<file path="config.mk">
export PLATFORM = sky130hd
export DESIGN_NAME = tag_array
export DESIGN_NICKNAME = d
export VERILOG_FILES = /design/src/dcache_pkg.sv /design/src/tag_array.sv
export SDC_FILE = /design/constraint.sdc
export NUM_CORES = 1
export LEC_CHECK = 0
export ABC_AREA = 1
export BUFFER_PORTS_ARGS = -buffer_cell sky130_fd_sc_hd__buf_2
export CAP_MARGIN = 20
export CELL_PAD_IN_SITES_DETAIL_PLACEMENT = 1
export CELL_PAD_IN_SITES_GLOBAL_PLACEMENT = 2
export CORE_MARGIN = 4
export CORE_UTILIZATION = 42
export CTS_CLUSTER_DIAMETER = 50
export DETAILED_ROUTE_END_ITERATION = 7
export MAX_ROUTING_LAYER = met4
export PLACE_DENSITY_LB_ADDON = 0.15
export RECOVER_POWER = 25
export SYNTH_ARGS = -nofsm -noshare
export SYNTH_HDL_FRONTEND = slang
export SYNTH_SLANG_ARGS = --single-unit
</file>
<file path="constraint.sdc">
create_clock -name clk -period 3.3 [get_ports clk]
set_clock_uncertainty 0.1 [all_clocks]
set_input_delay 0.33 -clock clk [delete_from_list [all_inputs] [get_ports clk]]
set_output_delay 0.33 -clock clk [all_outputs]
set_load 0.01 [all_outputs]
</file>
<file path="src/dcache_pkg.sv">
`default_nettype none

package dcache_pkg;

    localparam int ADDR_WIDTH     = 32;
    localparam int WORD_WIDTH     = 32;
    localparam int WORDS_PER_LINE = 4;

    // byte offset inside one line
    localparam int OFFSET_WIDTH = $clog2(WORDS_PER_LINE * WORD_WIDTH / 8);

    typedef logic [ADDR_WIDTH-1:0]                addr_t;
    typedef logic [WORD_WIDTH-1:0]                word_t;
    typedef logic [WORD_WIDTH/8-1:0]              wstrb_t;
    typedef logic [WORDS_PER_LINE*WORD_WIDTH-1:0] line_t;
    typedef logic [$clog2(WORDS_PER_LINE)-1:0]    word_sel_t;

    // one bit for each of the two ways
    typedef logic [1:0] way_mask_t;

    typedef enum logic [2:0] {
        LOOKUP,
        MISS_DIRTY,   // write back the victim first
        MISS_CLEAN,
        REFILL,
        REFILL_DONE   // re-read the set after the fill
    } ctrl_state_t;

endpackage

`default_nettype wire
</file>
<file path="src/tag_array.sv">
`default_nettype none
`timescale 1ns/1ns

module tag_array
    import dcache_pkg::*;
#(
    parameter int NUM_SETS = 16,
    localparam int INDEX_WIDTH = $clog2(NUM_SETS),
    localparam int TAG_WIDTH = ADDR_WIDTH - INDEX_WIDTH - OFFSET_WIDTH
) (
    input  logic                   clk,
    input  logic                   reset,
    input  logic                   rd_en,
    input  logic [INDEX_WIDTH-1:0] rd_index,   // also addresses tag and dirty writes
    input  logic [TAG_WIDTH-1:0]   rd_tag,
    input  way_mask_t              tag_we,
    input  way_mask_t              dirty_set,
    input  logic [TAG_WIDTH-1:0]   wr_tag,
    input  way_mask_t              victim_way,
    output way_mask_t              hit_way,
    output logic                   victim_dirty,
    output logic [TAG_WIDTH-1:0]   victim_tag
);

    logic [TAG_WIDTH-1:0] tag_rd [2];
    way_mask_t            dirty_rd;

    for (genvar w = 0; w < 2; w++) begin : g_way
        logic [TAG_WIDTH-1:0] tags [NUM_SETS];
        logic [NUM_SETS-1:0]  valid;
        logic [NUM_SETS-1:0]  dirty;
        logic                 hit_q;
        logic                 dirty_q;
        logic [TAG_WIDTH-1:0] tag_q;

        always_ff @(posedge clk) begin
            if (tag_we[w]) begin
                tags[rd_index] <= wr_tag;
            end
        end

        // a fill makes the line valid and clean
        always_ff @(posedge clk) begin
            if (reset) begin
                valid <= '0;
                dirty <= '0;
            end else if (tag_we[w]) begin
                valid[rd_index] <= 1'b1;
                dirty[rd_index] <= 1'b0;
            end else if (dirty_set[w]) begin
                dirty[rd_index] <= 1'b1;
            end
        end

        always_ff @(posedge clk) begin
            if (reset) begin
                hit_q   <= 1'b0;
                dirty_q <= 1'b0;
            end else if (rd_en) begin
                hit_q   <= valid[rd_index] && (tags[rd_index] == rd_tag);
                dirty_q <= valid[rd_index] && dirty[rd_index];
            end
        end

        always_ff @(posedge clk) begin
            if (rd_en) begin
                tag_q <= tags[rd_index];
            end
        end

        assign hit_way[w]  = hit_q;
        assign dirty_rd[w] = dirty_q;
        assign tag_rd[w]   = tag_q;
    end

    assign victim_dirty = victim_way[1] ? dirty_rd[1] : dirty_rd[0];
    assign victim_tag   = victim_way[1] ? tag_rd[1] : tag_rd[0];

endmodule

`default_nettype wire

</file>
==> metrics.md <==
| Metric | Value |
|---|---|
| Most frequent cells in the layout | `sky130_fd_sc_hd__nand2_1, sky130_fd_sc_hd__edfxtp_1, sky130_fd_sc_hd__inv_1, sky130_fd_sc_hd__nor2_1, sky130_fd_sc_hd__clkbuf_16` |
| Cell seen most often among critical-path stages | `sky130_fd_sc_hd__nand2_1` |
| Static Leakage | `17.1 nW` |
| Number of buffers added for setup after CTS | `0` |
| Most area-hungry cell type in the Yosys netlist | `sky130_fd_sc_hd__edfxtp_1` |
| Post-synthesis sequential area ratio | `0.703` |
| Sink Count | `884` |
| Routed WL per cell | `25.3 um` |
| Required time of the worst setup path | `3810 ps` |
| Post-synthesis register bit count | `884` |
| Die area | `92500 um2` |
| Count of warnings emitted by yosys | `0` |
| Mapped Area | `36800 um2` |
| Worst min-delay path class | `in2reg` |
| Final Max Tran Viols | `0` |
| Clock tree from TritonCTS | `built` |
| Storage cell area | `25900 um2` |
| Max Clk Rate | `425 MHz` |
| Number of unique standard cell types used by synthesis | `28` |
| Register clock-pin slew on the reported worst setup and hold paths | `60 ps` |
| HPWL after detailed placement | `70600 um` |
| Accumulated negative setup slack | `0 ps` |
| Post-Syn Nets | `3581` |
| Max-capacitance violation count | `0` |
| Synth area leaders | `sky130_fd_sc_hd__edfxtp_1, sky130_fd_sc_hd__nand2_1, sky130_fd_sc_hd__dfxtp_1` |
| Worst setup EP type | `flip-flop` |
| Area grow syn2layout | `17.3%` |
| Die width | `304 um` |
| PnR Total Power | `26.4 mW` |
| Final period util | `0.713` |
| Num ports | `88` |
| Crit start category | `input port` |
| Number of rows created at floorplan | `108` |
| Mean number of vias per cell | `5.28` |
| Clock Tree Root | `sky130_fd_sc_hd__clkbuf_16` |
| Overflow left after global routing | `0` |
| Unrepaired setup endpoints after global routing | `false` |
| Slew of the pin with the lowest slew margin | `1470 ps` |
| Ratio of cells with drive above 1 in the final layout | `0.117` |
| Worst EP arrival | `2860 ps` |
| Most common cell after layout, fill and taps aside | `sky130_fd_sc_hd__nand2_1` |
| TritonCTS Buffers | `112` |
| Min Tclk post-route | `2350 ps` |
| Filler Cell Count | `9359` |
| Total area of multi-input combinational cells | `9680 um2` |
| Cells after synthesis | `3520` |
| Cell-by-cell listing of the critical path | `buf_2 -> nand2_1 -> inv_2 -> buf_4 -> nand2_1 -> nand2_1 -> nor2_1 -> nor2_1 -> nand2_1 -> nor2_1 -> nand3_1 -> nor2_1 -> nand2_1 -> a21oi_1` |
| Maximum level of the CTS H-tree | `3` |
| Remaining max-slew budget at the tightest pin | `0.0177` |
| Overall via count from detail_route | `26000` |
| Area share of the largest cell type after synthesis | `0.666` |
| Placer's final routability congestion estimate | `0.813` |
| Number of global-route vias before repair | `27500` |
| Die Ht | `304 um` |
| Final wirelength | `124000 um` |
| First drt pass iteration count | `5` |
| Number of non-filler instances in the completed layout | `4923` |
| Pwr dens | `612 nW/um2` |
| Maximum buffer depth of the clock tree | `3` |
| Buffers added on ports | `86` |
| Number of nets still failing antenna checks after routing | `0` |
| Number of antenna violations at the first check in global routing | `8` |
| Global-route wire length before repair | `180000 um` |
| Number of setup violations in the final report | `0` |
| Utilization after layout | `0.497` |
| Peak supply drop | `452 uV` |
| Final hold viol count | `0` |
| Global router's overall resource usage | `0.275` |
| Maximum number of pins on one net before global-route repair | `72` |
| Avg Inst Size Synth | `10.5 um2` |
| Resize count post-CTS | `0` |
| Crit path max-delay cell type | `sky130_fd_sc_hd__inv_2` |
| Number of nets in the layout | `3727` |
| Delay of the slowest critical-path stage | `500 ps` |
| Worst-skew pair later-pin latency | `680 ps` |
| Largest fanout of any net on the critical path | `15` |
| Starting utilization of the core area | `0.424` |
| Total DRC errors in the routed layout | `0` |
| Standard cell core area | `86900 um2` |
| Starting DRT DRC Count | `2076` |
| Number of cells after detailed placement | `4705` |
| Class of the most critical setup path | `in2reg` |
| Status | `complete, no violations` |
[final timing paths]
path	endpoint	slack (ps)	from	cells past startpoint
max	g_way[1].hit_q	950	rd_index[3]	14
min	g_way[0].hit_q	80	rd_tag[0]	8
max reg2reg	g_way[1].hit_q	1210	g_way[1].tags[6][9]	15
min reg2reg	g_way[0].valid[0]	350	g_way[0].valid[0]	2
[worst max-delay path: cells and delay by family]
kind,cells,cell delay (ps)
simple gates,10,1300
buf+inv,3,1100
compound gates,1,110
[state kept, by name, indices dropped and copies added (netlist names), named ones only]
name and flops:
g_way.hit_q 2, g_way.tags 768, g_way.valid 32, g_way.tag_q 48, g_way.dirty_q 2
[power breakdown]
group	internal, mW	switching, mW	total, mW
Sequential	12.5	0.0644	12.6
Clock	6.98	4.99	12.0
Combinational	0.489	1.37	1.86
Total	20.0	6.43	26.4
[per-stage QoR]
stage / setup WS, ps / hold slack, ps / cell area, um2
after floorplan: 275 / 329 / 36800
after global placement: 263 / 338 / 39500
after detailed placement: 261 / 348 / 39500
after CTS: 997 / 6.02 / 43200
after global routing: 823 / 97.9 / 43200
final: 947 / 80.0 / 43200
[metal layers]
layer	global-route usage	part of all wire	vias to the layer above	wire, um
li1	-	-	11900	-
met1	0.352	0.42	13100	52500
met2	0.449	0.49	739	60300
met3	0.0507	0.062	230	7760
met4	0.0853	0.030	0	3700
met5	-	0	-	0
[logic make-up after synthesis]
family                 share of synthesized area
AND/OR/NAND/NOR                            0.224
flip-flops                                 0.703
buffers and inverters                     0.0415
AO/OA/AOI/OAI                             0.0242
multiplexers                             0.00765
[cells in the mapped netlist]
cell,n
sky130_fd_sc_hd__o21ai_1,6
sky130_fd_sc_hd__inv_1,164
sky130_fd_sc_hd__nor3_1,8
sky130_fd_sc_hd__o21bai_1,1
sky130_fd_sc_hd__a211oi_1,30
sky130_fd_sc_hd__buf_2,75
sky130_fd_sc_hd__buf_1,4
sky130_fd_sc_hd__nand2_4,1
sky130_fd_sc_hd__nand2_1,1859
sky130_fd_sc_hd__nor2_2,1
sky130_fd_sc_hd__a21oi_1,32
sky130_fd_sc_hd__clkbuf_1,43
sky130_fd_sc_hd__edfxtp_1,816
sky130_fd_sc_hd__dfxtp_1,68
sky130_fd_sc_hd__inv_2,2
sky130_fd_sc_hd__clkinv_1,3
sky130_fd_sc_hd__nor2_1,154
sky130_fd_sc_hd__nand4_1,24
sky130_fd_sc_hd__mux2_2,25
sky130_fd_sc_hd__a22oi_1,8
sky130_fd_sc_hd__o21ba_2,16
sky130_fd_sc_hd__o21ai_0,32
sky130_fd_sc_hd__o22ai_1,14
sky130_fd_sc_hd__nor2_4,2
sky130_fd_sc_hd__buf_6,14
sky130_fd_sc_hd__nand3_1,93
sky130_fd_sc_hd__inv_4,2
sky130_fd_sc_hd__buf_4,23
[area by class of cell]
class / instances / share of cell area
Inverter: 171 / 0.0152
Clock buffer: 124 / 0.0674
Timing Repair Buffer: 191 / 0.0429
Antenna cell: 4 / 0.000232
Multi-Input combinational cell: 2306 / 0.224
Tap cell: 1155 / 0.0335
Clock inverter: 88 / 0.0179
Sequential cell: 884 / 0.599
[repair_timing]
| action | 4_1_cts | 5_1_grt |
|---|---|---|
| endpoints found under the hold margin | 21 | 0 |
| hold buffers | 2 | 0 |
| setup endpoints to repair | 0 | 0 |
No activity file was read; power rests on OpenSTA's default activity.
