==> src/dcache_pkg.sv <==
`default_nettype none

package dcache_pkg;

    localparam int ADDR_WIDTH     = 32;
    localparam int WORD_WIDTH     = 32;
    localparam int WORDS_PER_LINE = 4;

    // byte offset inside one line
    localparam int OFFSET_WIDTH = $clog2(WORDS_PER_LINE * WORD_WIDTH / 8);

    typedef logic [ADDR_WIDTH-1:0]                addr_t;
    typedef logic [WORD_WIDTH-1:0]                word_t;
    typedef logic [WORD_WIDTH/8-1:0]              wstrb_t;
    typedef logic [WORDS_PER_LINE*WORD_WIDTH-1:0] line_t;
    typedef logic [$clog2(WORDS_PER_LINE)-1:0]    word_sel_t;

    // one bit for each of the two ways
    typedef logic [1:0] way_mask_t;

    typedef enum logic [2:0] {
        LOOKUP,
        MISS_DIRTY,   // write back the victim first
        MISS_CLEAN,
        REFILL,
        REFILL_DONE   // re-read the set after the fill
    } ctrl_state_t;

endpackage

`default_nettype wire
==> src/dcache_ctrl.sv <==
`default_nettype none
`timescale 1ns/1ns

module dcache_ctrl
    import dcache_pkg::*;
#(
    parameter int NUM_SETS = 16,
    localparam int INDEX_WIDTH = $clog2(NUM_SETS),
    localparam int TAG_WIDTH = ADDR_WIDTH - INDEX_WIDTH - OFFSET_WIDTH
) (
    input  logic                   clk,
    input  logic                   reset,
    input  logic                   req_valid,
    input  logic                   req_write,
    input  addr_t                  req_addr,
    input  word_t                  req_wdata,
    input  wstrb_t                 req_wstrb,
    output logic                   req_ready,
    output logic                   resp_valid,
    output word_t                  resp_rdata,
    output logic                   mem_rd_valid,
    output addr_t                  mem_rd_addr,
    input  logic                   mem_rd_ready,
    input  logic                   mem_rd_data_valid,
    input  line_t                  mem_rd_data,
    output logic                   mem_wr_valid,
    output addr_t                  mem_wr_addr,
    output line_t                  mem_wr_data,
    input  logic                   mem_wr_ready,
    output logic                   rd_en,
    output logic [INDEX_WIDTH-1:0] rd_index,
    output way_mask_t              tag_we,
    output way_mask_t              dirty_set,
    output logic [TAG_WIDTH-1:0]   wr_tag,
    input  way_mask_t              hit_way,
    input  logic                   victim_dirty,
    input  logic [TAG_WIDTH-1:0]   victim_tag,
    output way_mask_t              word_we,
    output way_mask_t              fill_we,
    output logic [INDEX_WIDTH-1:0] wr_index,
    output word_sel_t              wr_word_sel,
    output word_t                  store_wdata,
    output wstrb_t                 store_wstrb,
    output line_t                  fill_line,
    input  line_t                  rd_line0,
    input  line_t                  rd_line1,
    output logic                   plru_update,
    output way_mask_t              plru_way,
    input  way_mask_t              victim_way
);

    ctrl_state_t state, state_next;

    logic   rq_valid;
    logic   store_pend;   // held request is a store
    addr_t  rq_addr;
    word_t  rq_wdata;
    wstrb_t rq_wstrb;

    logic                   accept;
    logic                   lookup_hit;
    logic                   done;
    logic                   refill_write;
    addr_t                  lookup_addr;
    line_t                  hit_line;
    line_t                  victim_line;
    logic [INDEX_WIDTH-1:0] rq_index;
    logic [TAG_WIDTH-1:0]   rq_tag;
    word_sel_t              rq_word;

    assign rq_index = rq_addr[OFFSET_WIDTH +: INDEX_WIDTH];
    assign rq_tag   = rq_addr[ADDR_WIDTH-1 -: TAG_WIDTH];
    assign rq_word  = rq_addr[OFFSET_WIDTH-1 -: $bits(word_sel_t)];

    assign lookup_hit = |hit_way;
    assign done       = (state == LOOKUP) && rq_valid && lookup_hit;
    assign req_ready  = !rq_valid || (done && !store_pend); // a store hit blocks one cycle
    assign accept     = req_valid && req_ready;

    always_ff @(posedge clk) begin
        if (reset) begin
            rq_valid   <= 1'b0;
            store_pend <= 1'b0;
        end else if (accept) begin
            rq_valid   <= 1'b1;
            store_pend <= req_write;
        end else if (done) begin
            rq_valid   <= 1'b0;
            store_pend <= 1'b0;
        end
    end

    always_ff @(posedge clk) begin
        if (accept) begin
            rq_addr  <= req_addr;
            rq_wdata <= req_wdata;
            rq_wstrb <= req_wstrb;
        end
    end

    always_ff @(posedge clk) begin
        if (reset) begin
            state <= LOOKUP;
        end else begin
            state <= state_next;
        end
    end

    always_comb begin
        state_next = state;
        case (state)
            LOOKUP: begin
                if (rq_valid && !lookup_hit) begin
                    state_next = victim_dirty ? MISS_DIRTY : MISS_CLEAN;
                end
            end
            MISS_DIRTY: begin
                if (mem_wr_ready) begin
                    state_next = MISS_CLEAN;
                end
            end
            MISS_CLEAN: begin
                if (mem_rd_ready) begin
                    state_next = REFILL;
                end
            end
            REFILL: begin
                if (mem_rd_data_valid) begin
                    state_next = REFILL_DONE;
                end
            end
            default: state_next = LOOKUP;   // REFILL_DONE included
        endcase
    end

    // response word from the hit way
    assign hit_line   = hit_way[1] ? rd_line1 : rd_line0;
    assign resp_valid = done;
    assign resp_rdata = hit_line[rq_word*WORD_WIDTH +: WORD_WIDTH];

    // new request on accept, otherwise the held one
    assign lookup_addr = accept ? req_addr : rq_addr;
    assign rd_en       = accept || (state == REFILL_DONE);
    assign rd_index    = lookup_addr[OFFSET_WIDTH +: INDEX_WIDTH];
    assign wr_tag      = lookup_addr[ADDR_WIDTH-1 -: TAG_WIDTH];

    assign refill_write = (state == REFILL) && mem_rd_data_valid;
    assign tag_we       = refill_write ? victim_way : '0;
    assign fill_we      = refill_write ? victim_way : '0;
    assign word_we      = (done && store_pend) ? hit_way : '0;
    assign dirty_set    = (done && store_pend) ? hit_way : '0;

    assign wr_index    = rq_index;
    assign wr_word_sel = rq_word;
    assign store_wdata = rq_wdata;
    assign store_wstrb = rq_wstrb;
    assign fill_line   = mem_rd_data;

    assign plru_update = done || refill_write;
    assign plru_way    = done ? hit_way : victim_way;

    // victim line stays in the read registers until the refill
    assign victim_line  = victim_way[1] ? rd_line1 : rd_line0;
    assign mem_wr_valid = (state == MISS_DIRTY);
    assign mem_wr_addr  = {victim_tag, rq_index, {OFFSET_WIDTH{1'b0}}};
    assign mem_wr_data  = victim_line;
    assign mem_rd_valid = (state == MISS_CLEAN);
    assign mem_rd_addr  = {rq_tag, rq_index, {OFFSET_WIDTH{1'b0}}};

endmodule

`default_nettype wire

==> config.mk <==
export PLATFORM = sky130hd
export DESIGN_NAME = dcache_ctrl
export DESIGN_NICKNAME = d
export VERILOG_FILES = /design/src/dcache_pkg.sv /design/src/dcache_ctrl.sv
export SDC_FILE = /design/constraint.sdc
export NUM_CORES = 1
export LEC_CHECK = 0
export BUFFER_PORTS_ARGS = -buffer_cell sky130_fd_sc_hd__buf_2
export CORE_AREA = 2 2 364 366
export CTS_BUF_LIST = sky130_fd_sc_hd__clkbuf_16
export CTS_CLUSTER_DIAMETER = 40
export CTS_CLUSTER_SIZE = 10
export DETAILED_ROUTE_END_ITERATION = 8
export DIE_AREA = 0 0 366 368
export PLACE_DENSITY_LB_ADDON = 0.1
export SKIP_LAST_GASP = 1
export SLEW_MARGIN = 20
export SYNTH_ARGS = -nofsm -noshare
export SYNTH_HDL_FRONTEND = slang
export SYNTH_SLANG_ARGS = --single-unit
==> constraint.sdc <==
create_clock -name clk -period 2.8 [get_ports clk]
set_clock_uncertainty 0.2 [all_clocks]
set_input_delay 0.14 -clock clk [delete_from_list [all_inputs] [get_ports clk]]
set_output_delay 0.14 -clock clk [all_outputs]
set_load 0.03 [all_outputs]
==> impl_metrics.tcl <==
set metrics [dict create \
    status "finished, final reports clean" \
    dieArea_um2 135000 \
    clk_path_buf_depth 2 \
    synthCells 582 \
    avgViaCountPerCell 2.44 \
    pwr-share-seq_pct 24.8 \
    first_global_vias 7667 \
    antenna_found_initial 30 \
    worstMarginPinSlew_ns 0.670 \
    fin_ws_ns 0.160 \
    globalRouteOverflowTotal 0 \
    cp.required_ns 2.46 \
    power_switching_share_pct 43.4 \
    io_pins 926 \
    worstSetupEndpointType "primary output" \
    critical_path_class "reg -> out" \
    p_per_area_nw_per_um2 418 \
    period_minus_slack_ns 2.64 \
    syn_to_final_growth_pct 70.2 \
    port-buffer-count 611 \
    numCtsBuffers 9 \
    drtIter0Drc 124 \
    rows 133 \
    setup_viol 0 \
    crit_fanout 22 \
    layout-drive-gt1-share_pct 82.5 \
    die_height_um 368 \
    ys_ff_latch 71 \
    synth_edf_count 38 \
    grt_max_degree 56 \
    ant_nets 0 \
    post_cts_resized 0 \
    async_reset_ff_share_pct 0 \
    finalPower_uw 5180 \
    vias 6962 \
    dp_slack_ns 0.355 \
    synth.avg_cell_area_um2 12.5 \
    final_common_cell "buf_2" \
    p_int_uw 2930 \
    numClockSinks 71 \
    place_congestion 0.751 \
    ys_warn_count 0 \
    slew_headroom_pct 54.8 \
    grt_pass1_wl_um 63300 \
    critPathLaunchType "flip-flop" \
    drt-pass1-iter-count 4 \
    hold_violations 0 \
    rrSetupSlack_ns 0.55 \
    clk_pin_slew_worst_paths_ns 0.07 \
    setup_tns_ns 0 \
    cts_tree "built" \
    hold_ws_ns 0.0449 \
    syn_area_um2 7270 \
    die_x_um 366 \
    clock.fmax_ghz 0.379 \
    clkPwrFrac_pct 23.9 \
    ys.flop_type "edfxtp_1" \
    p_sw_uw 2250 \
    leakage_uw 0.00509 \
    slew_violations 0 \
    rsz0062_at_grt "false" \
    synth_seq_area_share_pct 24.8 \
    ctsHtreeMaxLevel 3 \
    worstPathArrival_ns 2.30 \
    groute.usage.overall_pct 6.73 \
    clock_latency_ns 0.36 \
    peakVddDrop_v 0.000271 \
    initial_utilization_pct 5.56 \
    fin_crit_sh_pct 94.3 \
    drt_wl_total_um 47500 \
    synth_cell_types 35 \
    comb_power_share_pct 51.3 \
    final_cell_mix "buf_2 (609), mux2_2 (162), dlygate4sd3_1 (72)" \
    dp.final_hpwl_um 40600 \
    drc 0 \
    cts_root_buffer "clkbuf_16" \
    core_um2 131000 \
    post_drt_wl_per_cell_um 16.6 \
    fin_nets 1577 \
    hold_path.class "in -> reg" \
    maxCapViolations 0 \
]
==> area by class of cell <==
type | instances | area [um2]
diodes | 10 | 25.0
clock buffers | 9 | 225
clock inverters | 7 | 73.8
fillers | 15300 | 118000
inverters | 2 | 7.51
multi-input cells | 303 | 3990
flip-flops and latches | 71 | 1800
well taps | 1755 | 2200
repair buffers | 702 | 4060
==> worst max-delay path, cell delays in order, from the launching register on <==
cell and delay [ns]:
dfxtp_1 0.39, or2_1 0.35, o41ai_4 0.37, buf_12 0.29, mux2_4 0.33, buf_2 0.18
==> kinds of logic (layout without fill, tap and decap cells) <==
family                 after synthesis  after routing  synth area share, %
AO/OA/AOI/OAI                       13             13                 1.51
multiplexers                       255            255                 50.8
flip-flops                          71             71                 24.8
AND/OR/NAND/NOR                     27             27                 2.08
buffers and inverters              215            720                 20.7
other                                1             18               0.0516
==> what timing repair did <==
item	4_1_cts	5_1_grt
hold buffers	72	0
hold endpoints to repair	71	0
setup endpoints to repair	19	0
buffers inserted	1	0
==> final timing paths <==
kind / cells after the start / endpoint / start
hold reg to reg: 1 / rq_addr[29]$_DFF_P_ / rq_addr[29]$_DFF_P_
hold / removal: 4 / store_pend$_SDFFE_PP0P_ / req_valid
setup reg to reg: 4 / store_wdata[26]$_DFFE_PP_ / state[1]$_SDFFE_PP0P_
setup / recovery: 5 / wr_tag[15] / state[1]$_SDFFE_PP0P_
==> power by group through the flow <==
stage	registers (uW)	clock network [uW]	logic (uW)
6_report	1280	1240	2660
5_1_grt	1300	1340	2820
4_1_cts	1290	1320	2740
3_5_place_dp	1310	0	2630
3_3_place_gp	1310	0	2650
2_1_floorplan	1510	0	1810
==> synth_stat cells (2+ instances only) <==
| master | number | area, um2 |
|---|---|---|
| clkbuf_1 | 24 | 90.1 |
| buf_6 | 5 | 56.3 |
| buf_2 | 5 | 25.0 |
| and2_1 | 3 | 18.8 |
| a21oi_1 | 3 | 15.0 |
| o21ai_0 | 3 | 15.0 |
| buf_1 | 4 | 15.0 |
| mux4_2 | 64 | 1440 |
| mux2_2 | 162 | 1820 |
| nor2_1 | 6 | 22.5 |
| dfxtp_1 | 33 | 661 |
| nand2_1 | 5 | 18.8 |
| and4_1 | 3 | 26.3 |
| edfxtp_1 | 38 | 1140 |
| inv_1 | 2 | 7.51 |
| buf_4 | 175 | 1310 |
| nor3_1 | 2 | 10.0 |
| mux2_4 | 28 | 420 |
==> state kept, by name, indices dropped and copies added, names as in the netlist <==
register,cells
store_wdata,32
rq_addr,30
store_wstrb,4
state,3
rq_valid,1
store_pend,1
==> routing by layer <==
layer,part of all wire [%],vias to the layer above,GRT usage (%)
li1,-,3038,-
met2,48,530,11.5
met5,0.19,-,0
met3,11,109,2.89
met1,38,3271,7.47
met4,2.8,14,2.11
==> metrics by stage <==
step,utilization [%],instance area [um2],instances
floorplan,-,7300,589
detailed placement,8.63,11300,2759
global placement,8.63,11300,2759
finish,9.46,12400,2859
global route,9.45,12400,2853
CTS,9.44,12400,2849
(Power assumes the default switching activity.)
