$ cat config.mk
export PLATFORM = sky130hd
export DESIGN_NAME = plru_table
export DESIGN_NICKNAME = d
export VERILOG_FILES = /design/src/dcache_pkg.sv /design/src/plru_table.sv
export SDC_FILE = /design/constraint.sdc
export NUM_CORES = 1
export LEC_CHECK = 0
export ABC_AREA = 1
export BUFFER_PORTS_ARGS = -buffer_cell sky130_fd_sc_hd__buf_2
export CELL_PAD_IN_SITES_DETAIL_PLACEMENT = 2
export CELL_PAD_IN_SITES_GLOBAL_PLACEMENT = 2
export CORE_MARGIN = 8
export CORE_UTILIZATION = 29
export DETAILED_ROUTE_END_ITERATION = 8
export PLACE_DENSITY_LB_ADDON = 0.15
export REMOVE_ABC_BUFFERS = 1
export SLEW_MARGIN = 20
export SYNTH_ARGS = -nofsm -noshare
export SYNTH_HDL_FRONTEND = slang
export SYNTH_SLANG_ARGS = --single-unit
$ cat constraint.sdc
create_clock -name clk -period 1 [get_ports clk]
set_input_delay 0.2 -clock clk [delete_from_list [all_inputs] [get_ports clk]]
set_output_delay 0.2 -clock clk [all_outputs]
set_load 0.005 [all_outputs]
$ cat src/dcache_pkg.sv
`default_nettype none

package dcache_pkg;

    localparam int ADDR_WIDTH     = 32;
    localparam int WORD_WIDTH     = 32;
    localparam int WORDS_PER_LINE = 4;

    // byte offset inside one line
    localparam int OFFSET_WIDTH = $clog2(WORDS_PER_LINE * WORD_WIDTH / 8);

    typedef logic [ADDR_WIDTH-1:0]                addr_t;
    typedef logic [WORD_WIDTH-1:0]                word_t;
    typedef logic [WORD_WIDTH/8-1:0]              wstrb_t;
    typedef logic [WORDS_PER_LINE*WORD_WIDTH-1:0] line_t;
    typedef logic [$clog2(WORDS_PER_LINE)-1:0]    word_sel_t;

    // one bit for each of the two ways
    typedef logic [1:0] way_mask_t;

    typedef enum logic [2:0] {
        LOOKUP,
        MISS_DIRTY,   // write back the victim first
        MISS_CLEAN,
        REFILL,
        REFILL_DONE   // re-read the set after the fill
    } ctrl_state_t;

endpackage

`default_nettype wire
$ cat src/plru_table.sv
`default_nettype none
`timescale 1ns/1ns

module plru_table
    import dcache_pkg::*;
#(
    parameter int NUM_SETS = 16,
    localparam int INDEX_WIDTH = $clog2(NUM_SETS)
) (
    input  logic                   clk,
    input  logic                   reset,
    input  logic [INDEX_WIDTH-1:0] index,
    input  logic                   update,
    input  way_mask_t              used_way,
    output way_mask_t              victim_way
);

    // set bit means way 1 was used last
    logic [NUM_SETS-1:0] mru_way1;

    always_ff @(posedge clk) begin
        if (reset) begin
            mru_way1 <= '1;   // way 0 goes first
        end else if (update) begin
            mru_way1[index] <= (used_way == 2'b10);
        end
    end

    assign victim_way = mru_way1[index] ? 2'b01 : 2'b10;

endmodule

`default_nettype wire

==> metrics.md, run 1 <==
| Metric | Value |
|---|---|
| Status | complete, but fails checks |
| Failing checks | setup timing |
| CP most frequent cell | nand2_1 |
| Share of layout cells above drive strength 1 | 0.279 |
| Hold path depth | 4 |
| Syn. warnings | 0 |
| Slowest stage delay, CP | 360 ps |
| Initial Util | 0.298 |
| Worst Hold Class | in -> reg |
| Required time of the worst setup path | 800 ps |
| Flops & latches, synth | 16 |
| CP max stage cell | dfxtp_1 |
| H-tree levels | 1 |
| Worst setup EP type | output port |
| Crit path max fanout | 2 |
| Vias in the first global route | 1131 |
| Power density over cell area | 1220 nW/um2 |
| Clock Root Buffer | clkbuf_4 |
| Via/cell ratio | 5.00 |
| Clock buffer depth | 2 |
| Area Growth Syn to Fin | 27.8% |
| Post-CTS Hold Buffers | 0 |
| # DRC | 0 |
| Post-Place Cells | 198 |
| Fillers | 369 |
| Highest clock rate | 698 MHz |
| CP arrival | 1230 ps |
| CTS Buf Count | 3 |
| Crit Path Class | reg -> out |
| CTS Sinks | 16 |
| Dpl cell area | 1070 um2 |
| First-pass GRT wire length | 5450 um |
| Largest Register | mru_way1 |
| Initial antenna violation count | 0 |
| Total gr overflow | 0 |
| Leak pwr | 0.577 nW |
| Regs by FF count | mru_way1: 16 flops |
| Detailed Place HPWL | 2620 um |
| Synthesized area | 896 um2 |
| Synth cell types | 13 |
| Hold slack | 307 ps |
| Wirelength, routed | 3320 um |
| Critical path launch point type | flip-flop |
| Boundary pin count | 11 |
| DR pass1 iterations | 4 |
| CP Cell Sequence | nand2_1 > nand2_1 > nand2_1 > nand2_1 > nand2_1 > nand2_1 > inv_1 > nand2_1 > buf_2 |
| Routability cong. | 0.848 |
| CTS tree | done |
| Fin. max-slew vios | 0 |
| Die area | 5120 um2 |
| Total core area | 3000 um2 |
| Post-layout min period | 1430 ps |
| Max-cap violations | 0 |
| Tcrit/Tclk final | 1.43 |
| # diodes | 0 |
| I/O Buffers | 10 |
| Routed Antenna Nets | 0 |
| RSZ-0062 raised after global routing | true |
| Nets | 182 |
| Worst slew pin tran | 304 ps |
| Chip Width | 71.6 um |
| Detailed Route Iter0 Violations | 40 |
| Peak supply drop | 604 uV |
| Vias | 1024 |
| Max reg flops | 16 |
| Design Area, Final | 1140 um2 |
| Mapped Cells | 146 |
| FF-to-FF path depth | 3 |
| Final worst slack | -433 ps |
| Reg area | 335 um2 |
| Mean Syn Cell Area | 6.14 um2 |
| Final setup fails | 2 |
| Clock latency on the worst-skew pair | 300 ps |
| Largest net degree at the start of global routing | 17 |
| Post-Route Utilization | 0.381 |
| Site row count | 20 |
| Max_slew headroom | 0.797 |
| Die Height | 71.6 um |
| Fin. Hold Viols | 0 |
| Clock transition at the registers of the reported paths | 110 ps |
| Gr usage total | 0.136 |
| Clk_skew | 0 ps |
| Routed WL per cell | 16.2 um |
| Seq/Total Area, Yosys | 0.358 |
| Area of the multi-input gates | 500 um2 |
| Post-route insts no fill | 205 |
| Final setup TNS | -843 ps |
Yosys cell counts:
cell type	instances	share of area
nand3_2	1	0.011
inv_1	12	0.050
clkbuf_1	1	0.0042
inv_2	1	0.0042
nor3b_4	1	0.021
nor2_2	1	0.0070
nand3_1	26	0.15
dfxtp_1	16	0.36
o21ai_0	12	0.067
buf_6	2	0.025
nor2_1	9	0.038
buf_2	1	0.0056
nand2_1	63	0.26
routing by layer:
metal / GRT usage / vias to the layer above / part of all wire
met5: 0 / - / 0
met4: 0.0522 / 0 / 0.010
met3: 0.0293 / 4 / 0.027
met2: 0.241 / 14 / 0.50
met1: 0.156 / 492 / 0.46
li1: - / 514 / -
stage by stage:
step	worst slack, ps	total power, mW
detailed placement	-317	0.944
global route	-538	1.48
global placement	-237	0.928
floorplan	108	0.800
finish	-433	1.40
CTS	-438	1.40
placed cells by master (no fill, tap or decap):
master | netlist | final
buf_2 | 1 | 10
buf_12 | 0 | 1
inv_2 | 1 | 2
o21ai_0 | 12 | 10
nor2_2 | 1 | 1
dfxtp_1 | 16 | 4
nor2_1 | 9 | 9
nand3_1 | 26 | 25
buf_4 | 0 | 15
dfxtp_2 | 0 | 12
nand2_1 | 63 | 63
clkbuf_8 | 0 | 1
inv_1 | 12 | 11
nand3_2 | 1 | 2
nor3b_4 | 1 | 1
o21ai_1 | 0 | 2
clkbuf_4 | 0 | 3
final cells by class:
class	count	area share
multi-input combinational	113	0.437
inverter	13	0.0426
tap	33	0.0361
clock buffer	4	0.0317
timing repair buffer	26	0.160
sequential	16	0.293
worst max-delay path, delay by kind of cell (launching register included):
kind                   cells  cell delay, ps
AND/OR/NAND/NOR            7             430
buffers and inverters      2             150
flip-flops                 1             360
report_power, final:
part	internal [mW]	total (mW)	switching [mW]
clock network	0.222	0.456	0.234
registers	0.653	0.662	0.00893
logic	0.109	0.278	0.169
total	0.984	1.40	0.411
path summary, 6_finish.rpt:
check | start | to | slack, ps
setup / recovery | mru_way1[7] | victim_way[0] | -430
hold reg to reg | mru_way1[12] | mru_way1[12] | 480
hold / removal | reset | mru_way1[4] | 310
setup reg to reg | mru_way1[15] | mru_way1[15] | 230
cell families after synthesis:
logic type,after synthesis,share of synthesized area
simple gates,101,0.486
flops,16,0.358
buf+inv,17,0.0894
compound gates,12,0.0670
what timing repair did:
item                                    in CTS  in global routing
setup buffers                                0                  3
endpoints found under the setup margin       3                 11
resized for setup                           10                  6
pin swaps                                    0                  5
hold endpoints to repair                     0                  0
No activity file was read; power rests on OpenSTA's default activity.
==> inputs of run 2 (changes only) <==
- ABC_AREA: 1 -> 0
- CORE_UTILIZATION: 29 -> 34
==> metrics.md, run 2 <==
| Metric | Value |
|---|---|
| Fraction of registers with async set/reset | 0 (unchanged) |
| Worst Hold Class | in -> reg (unchanged) |
| Wirelength, routed | 2370 um (was 3320 um) |
| Hold path depth | 4 (unchanged) |
| Vias | 717 (was 1024) |
| Synthesized area | 774 um2 (was 896 um2) |
| Clock buffer depth | 2 (unchanged) |
| Fillers | 237 (was 369) |
| Commonest non-fill, non-tap cells in the layout | dfxtp_1 (14), buf_2 (9) (was nand2_1 (63), nand3_1 (25), buf_4 (15), dfxtp_2 (12), inv_1 (11)) |
| Post-Place Cells | 114 (was 198) |
| Routed Antenna Nets | 0 (unchanged) |
| # DRC | 0 (unchanged) |
| Nets | 102 (was 182) |
| Peak supply drop | 608 uV (was 604 uV) |
| Via/cell ratio | 6.03 (was 5.00) |
| Final setup fails | 4 (was 2) |
| # diodes | 0 (unchanged) |
| Max_slew headroom | 0.787 (was 0.797) |
| Worst setup EP type | output port (unchanged) |
| Area Growth Syn to Fin | 26.0% (was 27.8%) |
| Largest net degree at the start of global routing | 17 (unchanged) |
| Boundary pin count | 11 (unchanged) |
| Mapped Cells | 75 (was 146) |
| Leak pwr | 0.334 nW (was 0.577 nW) |
| Failing checks | setup timing (unchanged) |
| Seq/Total Area, Yosys | 0.414 (was 0.358) |
| Commonest non-fill, non-tap cell in the layout | dfxtp_1 (was nand2_1) |
| Share of layout cells above drive strength 1 | 0.396 (was 0.279) |
| Site row count | 17 (was 20) |
| Power density over cell area | 1230 nW/um2 (was 1220 nW/um2) |
| Detailed Place HPWL | 1630 um (was 2620 um) |
| Critical path launch point type | flip-flop (unchanged) |
| Top FF cell, synth | dfxtp_1 (unchanged) |
| Routed WL per cell | 19.9 um (was 16.2 um) |
| Clock latency on the worst-skew pair | 280 ps (was 300 ps) |
| Chip Width | 63.7 um (was 71.6 um) |
| Routability cong. | 0.763 (was 0.848) |
| Post-route insts no fill | 119 (was 205) |
| Max reg flops | 16 (unchanged) |
| H-tree levels | 1 (unchanged) |
| Worst slew pin tran | 315 ps (was 304 ps) |
| Crit Path Class | reg -> out (unchanged) |
| Max-cap violations | 0 (unchanged) |
| Gr usage total | 0.123 (was 0.136) |
| Initial antenna violation count | 0 (unchanged) |
| Total gr overflow | 0 (unchanged) |
| Die Height | 63.7 um (was 71.6 um) |
| Highest clock rate | 588 MHz (was 698 MHz) |
| Post-CTS Hold Buffers | 0 (unchanged) |
| Crit path max fanout | 2 (unchanged) |
| DR pass1 iterations | 3 (was 4) |
| Fin. max-slew vios | 0 (unchanged) |
| First-pass GRT wire length | 4020 um (was 5450 um) |
| Detailed Route Iter0 Violations | 19 (was 40) |
| Clock Root Buffer | clkbuf_4 (unchanged) |
| Number of flops mapped to enable cells by yosys | 0 (unchanged) |
| Tcrit/Tclk final | 1.70 (was 1.43) |
| FF-to-FF path depth | 2 (was 3) |
| Clk_skew | 0 ps (unchanged) |
| List of most frequent post-synthesis cells | dfxtp_1 (16), o21ai_0 (16), o311ai_0 (12) (was nand2_1 (63), nand3_1 (26), dfxtp_1 (16), inv_1 (12), o21ai_0 (12)) |
| Hold slack | 287 ps (was 307 ps) |
| Initial Util | 0.354 (was 0.298) |
| Flops & latches, synth | 16 (unchanged) |
| RSZ-0062 raised after global routing | true (unchanged) |
| CTS tree | done (unchanged) |
| Die area | 4060 um2 (was 5120 um2) |
| I/O Buffers | 10 (unchanged) |
| Total core area | 2190 um2 (was 3000 um2) |
| Share of the synthesized area in the top cell type | 0.414 (was 0.358) |
| Synth cell types | 20 (was 13) |
| Clock transition at the registers of the reported paths | 90 ps (was 110 ps) |
| Fin. Hold Viols | 0 (unchanged) |
| Syn. warnings | 0 (unchanged) |
| Post-Route Utilization | 0.445 (was 0.381) |
| CP arrival | 1500 ps (was 1230 ps) |
| Status | complete, but fails checks (unchanged) |
| Required time of the worst setup path | 800 ps (about the same) |
| Vias in the first global route | 760 (was 1131) |
| Largest Register | mru_way1 (unchanged) |
| Final worst slack | -700 ps (was -433 ps) |
| Post-layout min period | 1700 ps (was 1430 ps) |
| Mean Syn Cell Area | 10.3 um2 (was 6.14 um2) |
| CTS Buf Count | 3 (unchanged) |
| Leading area contributor after synthesis | dfxtp_1 (unchanged) |
| Slowest stage delay, CP | 470 ps (was 360 ps) |
| CP Cell Sequence | mux4_2 > nand3b_1 > and4_1 > buf_2 (was nand2_1 > nand2_1 > nand2_1 > nand2_1 > nand2_1 > nand2_1 > inv_1 > nand2_1 > buf_2) |
| CP max stage cell | mux4_2 (was dfxtp_1) |
| Regs by FF count | mru_way1: 16 flops (unchanged) |
| CTS Sinks | 16 (unchanged) |
| Area contributors post-synth | dfxtp_1 (41%), o311ai_0 (14%), mux4_2 (12%), o21ai_0 (10%), o311ai_1 (4.5%) (was dfxtp_1 (36%), nand2_1 (26%), nand3_1 (15%), o21ai_0 (6.7%), inv_1 (5.0%)) |
-- run 2: cell types whose count changed after synthesis, sizes merged, moves of 9 or more --
cell,before,now
nor2,10,1
nand2,63,2
nand3,27,2
inv,13,1
o311ai,0,16
-- run 2: path summary, 6_finish.rpt --
kind | end | slack [ps] | start
max | victim_way[1] | -700 | mru_way1[7]
min | mru_way1[13] | 290 | reset
max reg2reg | mru_way1[4] | 290 | mru_way1[4]
min reg2reg | mru_way1[8] | 510 | mru_way1[8]
-- run 2: final cells by class --
class / count / area, um2 / area share
Clock buffer: 3 / 22.5 / 0.0231
Inverter: 1 / 3.75 / 0.00385
Multi-Input combinational cell: 52 / 443 / 0.454
Sequential cell: 16 / 323 / 0.331
Tap cell: 28 / 35.0 / 0.0359
Timing Repair Buffer: 19 / 149 / 0.153
-- run 2: critical path, delay by kind of cell, from the launching register on --
| family | cells | cell delay (ps) |
|---|---|---|
| and+or+nand+nor | 2 | 300 |
| muxes | 1 | 470 |
| buffers and inverters | 1 | 110 |
| DFF | 1 | 340 |
-- run 2: power by group --
group	internal (mW)	switching, mW
clock network	0.140	0.192
registers	0.651	0.00925
logic	0.0947	0.113
-- run 2: metrics by stage --
step	area (um2)	total power, mW	setup slack (ps)	TNS (ps)
floorplan	734	0.750	-227	-555
global placement	885	0.839	-481	-5560
detailed placement	885	0.847	-513	-6220
CTS	947	1.19	-687	-1310
global route	976	1.28	-755	-1620
finish	976	1.20	-700	-1450
-- run 2: metal layers --
layer / track usage / up-vias / wire length (um)
met5: 0 / - / 0
met4: 0.0529 / 0 / 20
met3: 0.0283 / 2 / 64
met2: 0.203 / 11 / 1140
met1: 0.149 / 358 / 1140
li1: - / 346 / -
-- run 2: cells by family (layout without fill, tap and decap cells) --
family | after synthesis | after routing | share of synthesized area
buf+inv | 7 | 23 | 0.0565
simple gates | 16 | 16 | 0.129
compound gates | 32 | 32 | 0.284
mux | 4 | 4 | 0.116
flops | 16 | 16 | 0.414
-- run 2: what timing repair did --
action                     CTS  global route
pin swaps                    9             4
setup endpoints to repair   12            12
gates resized for setup     13            17
setup buffers                2             0
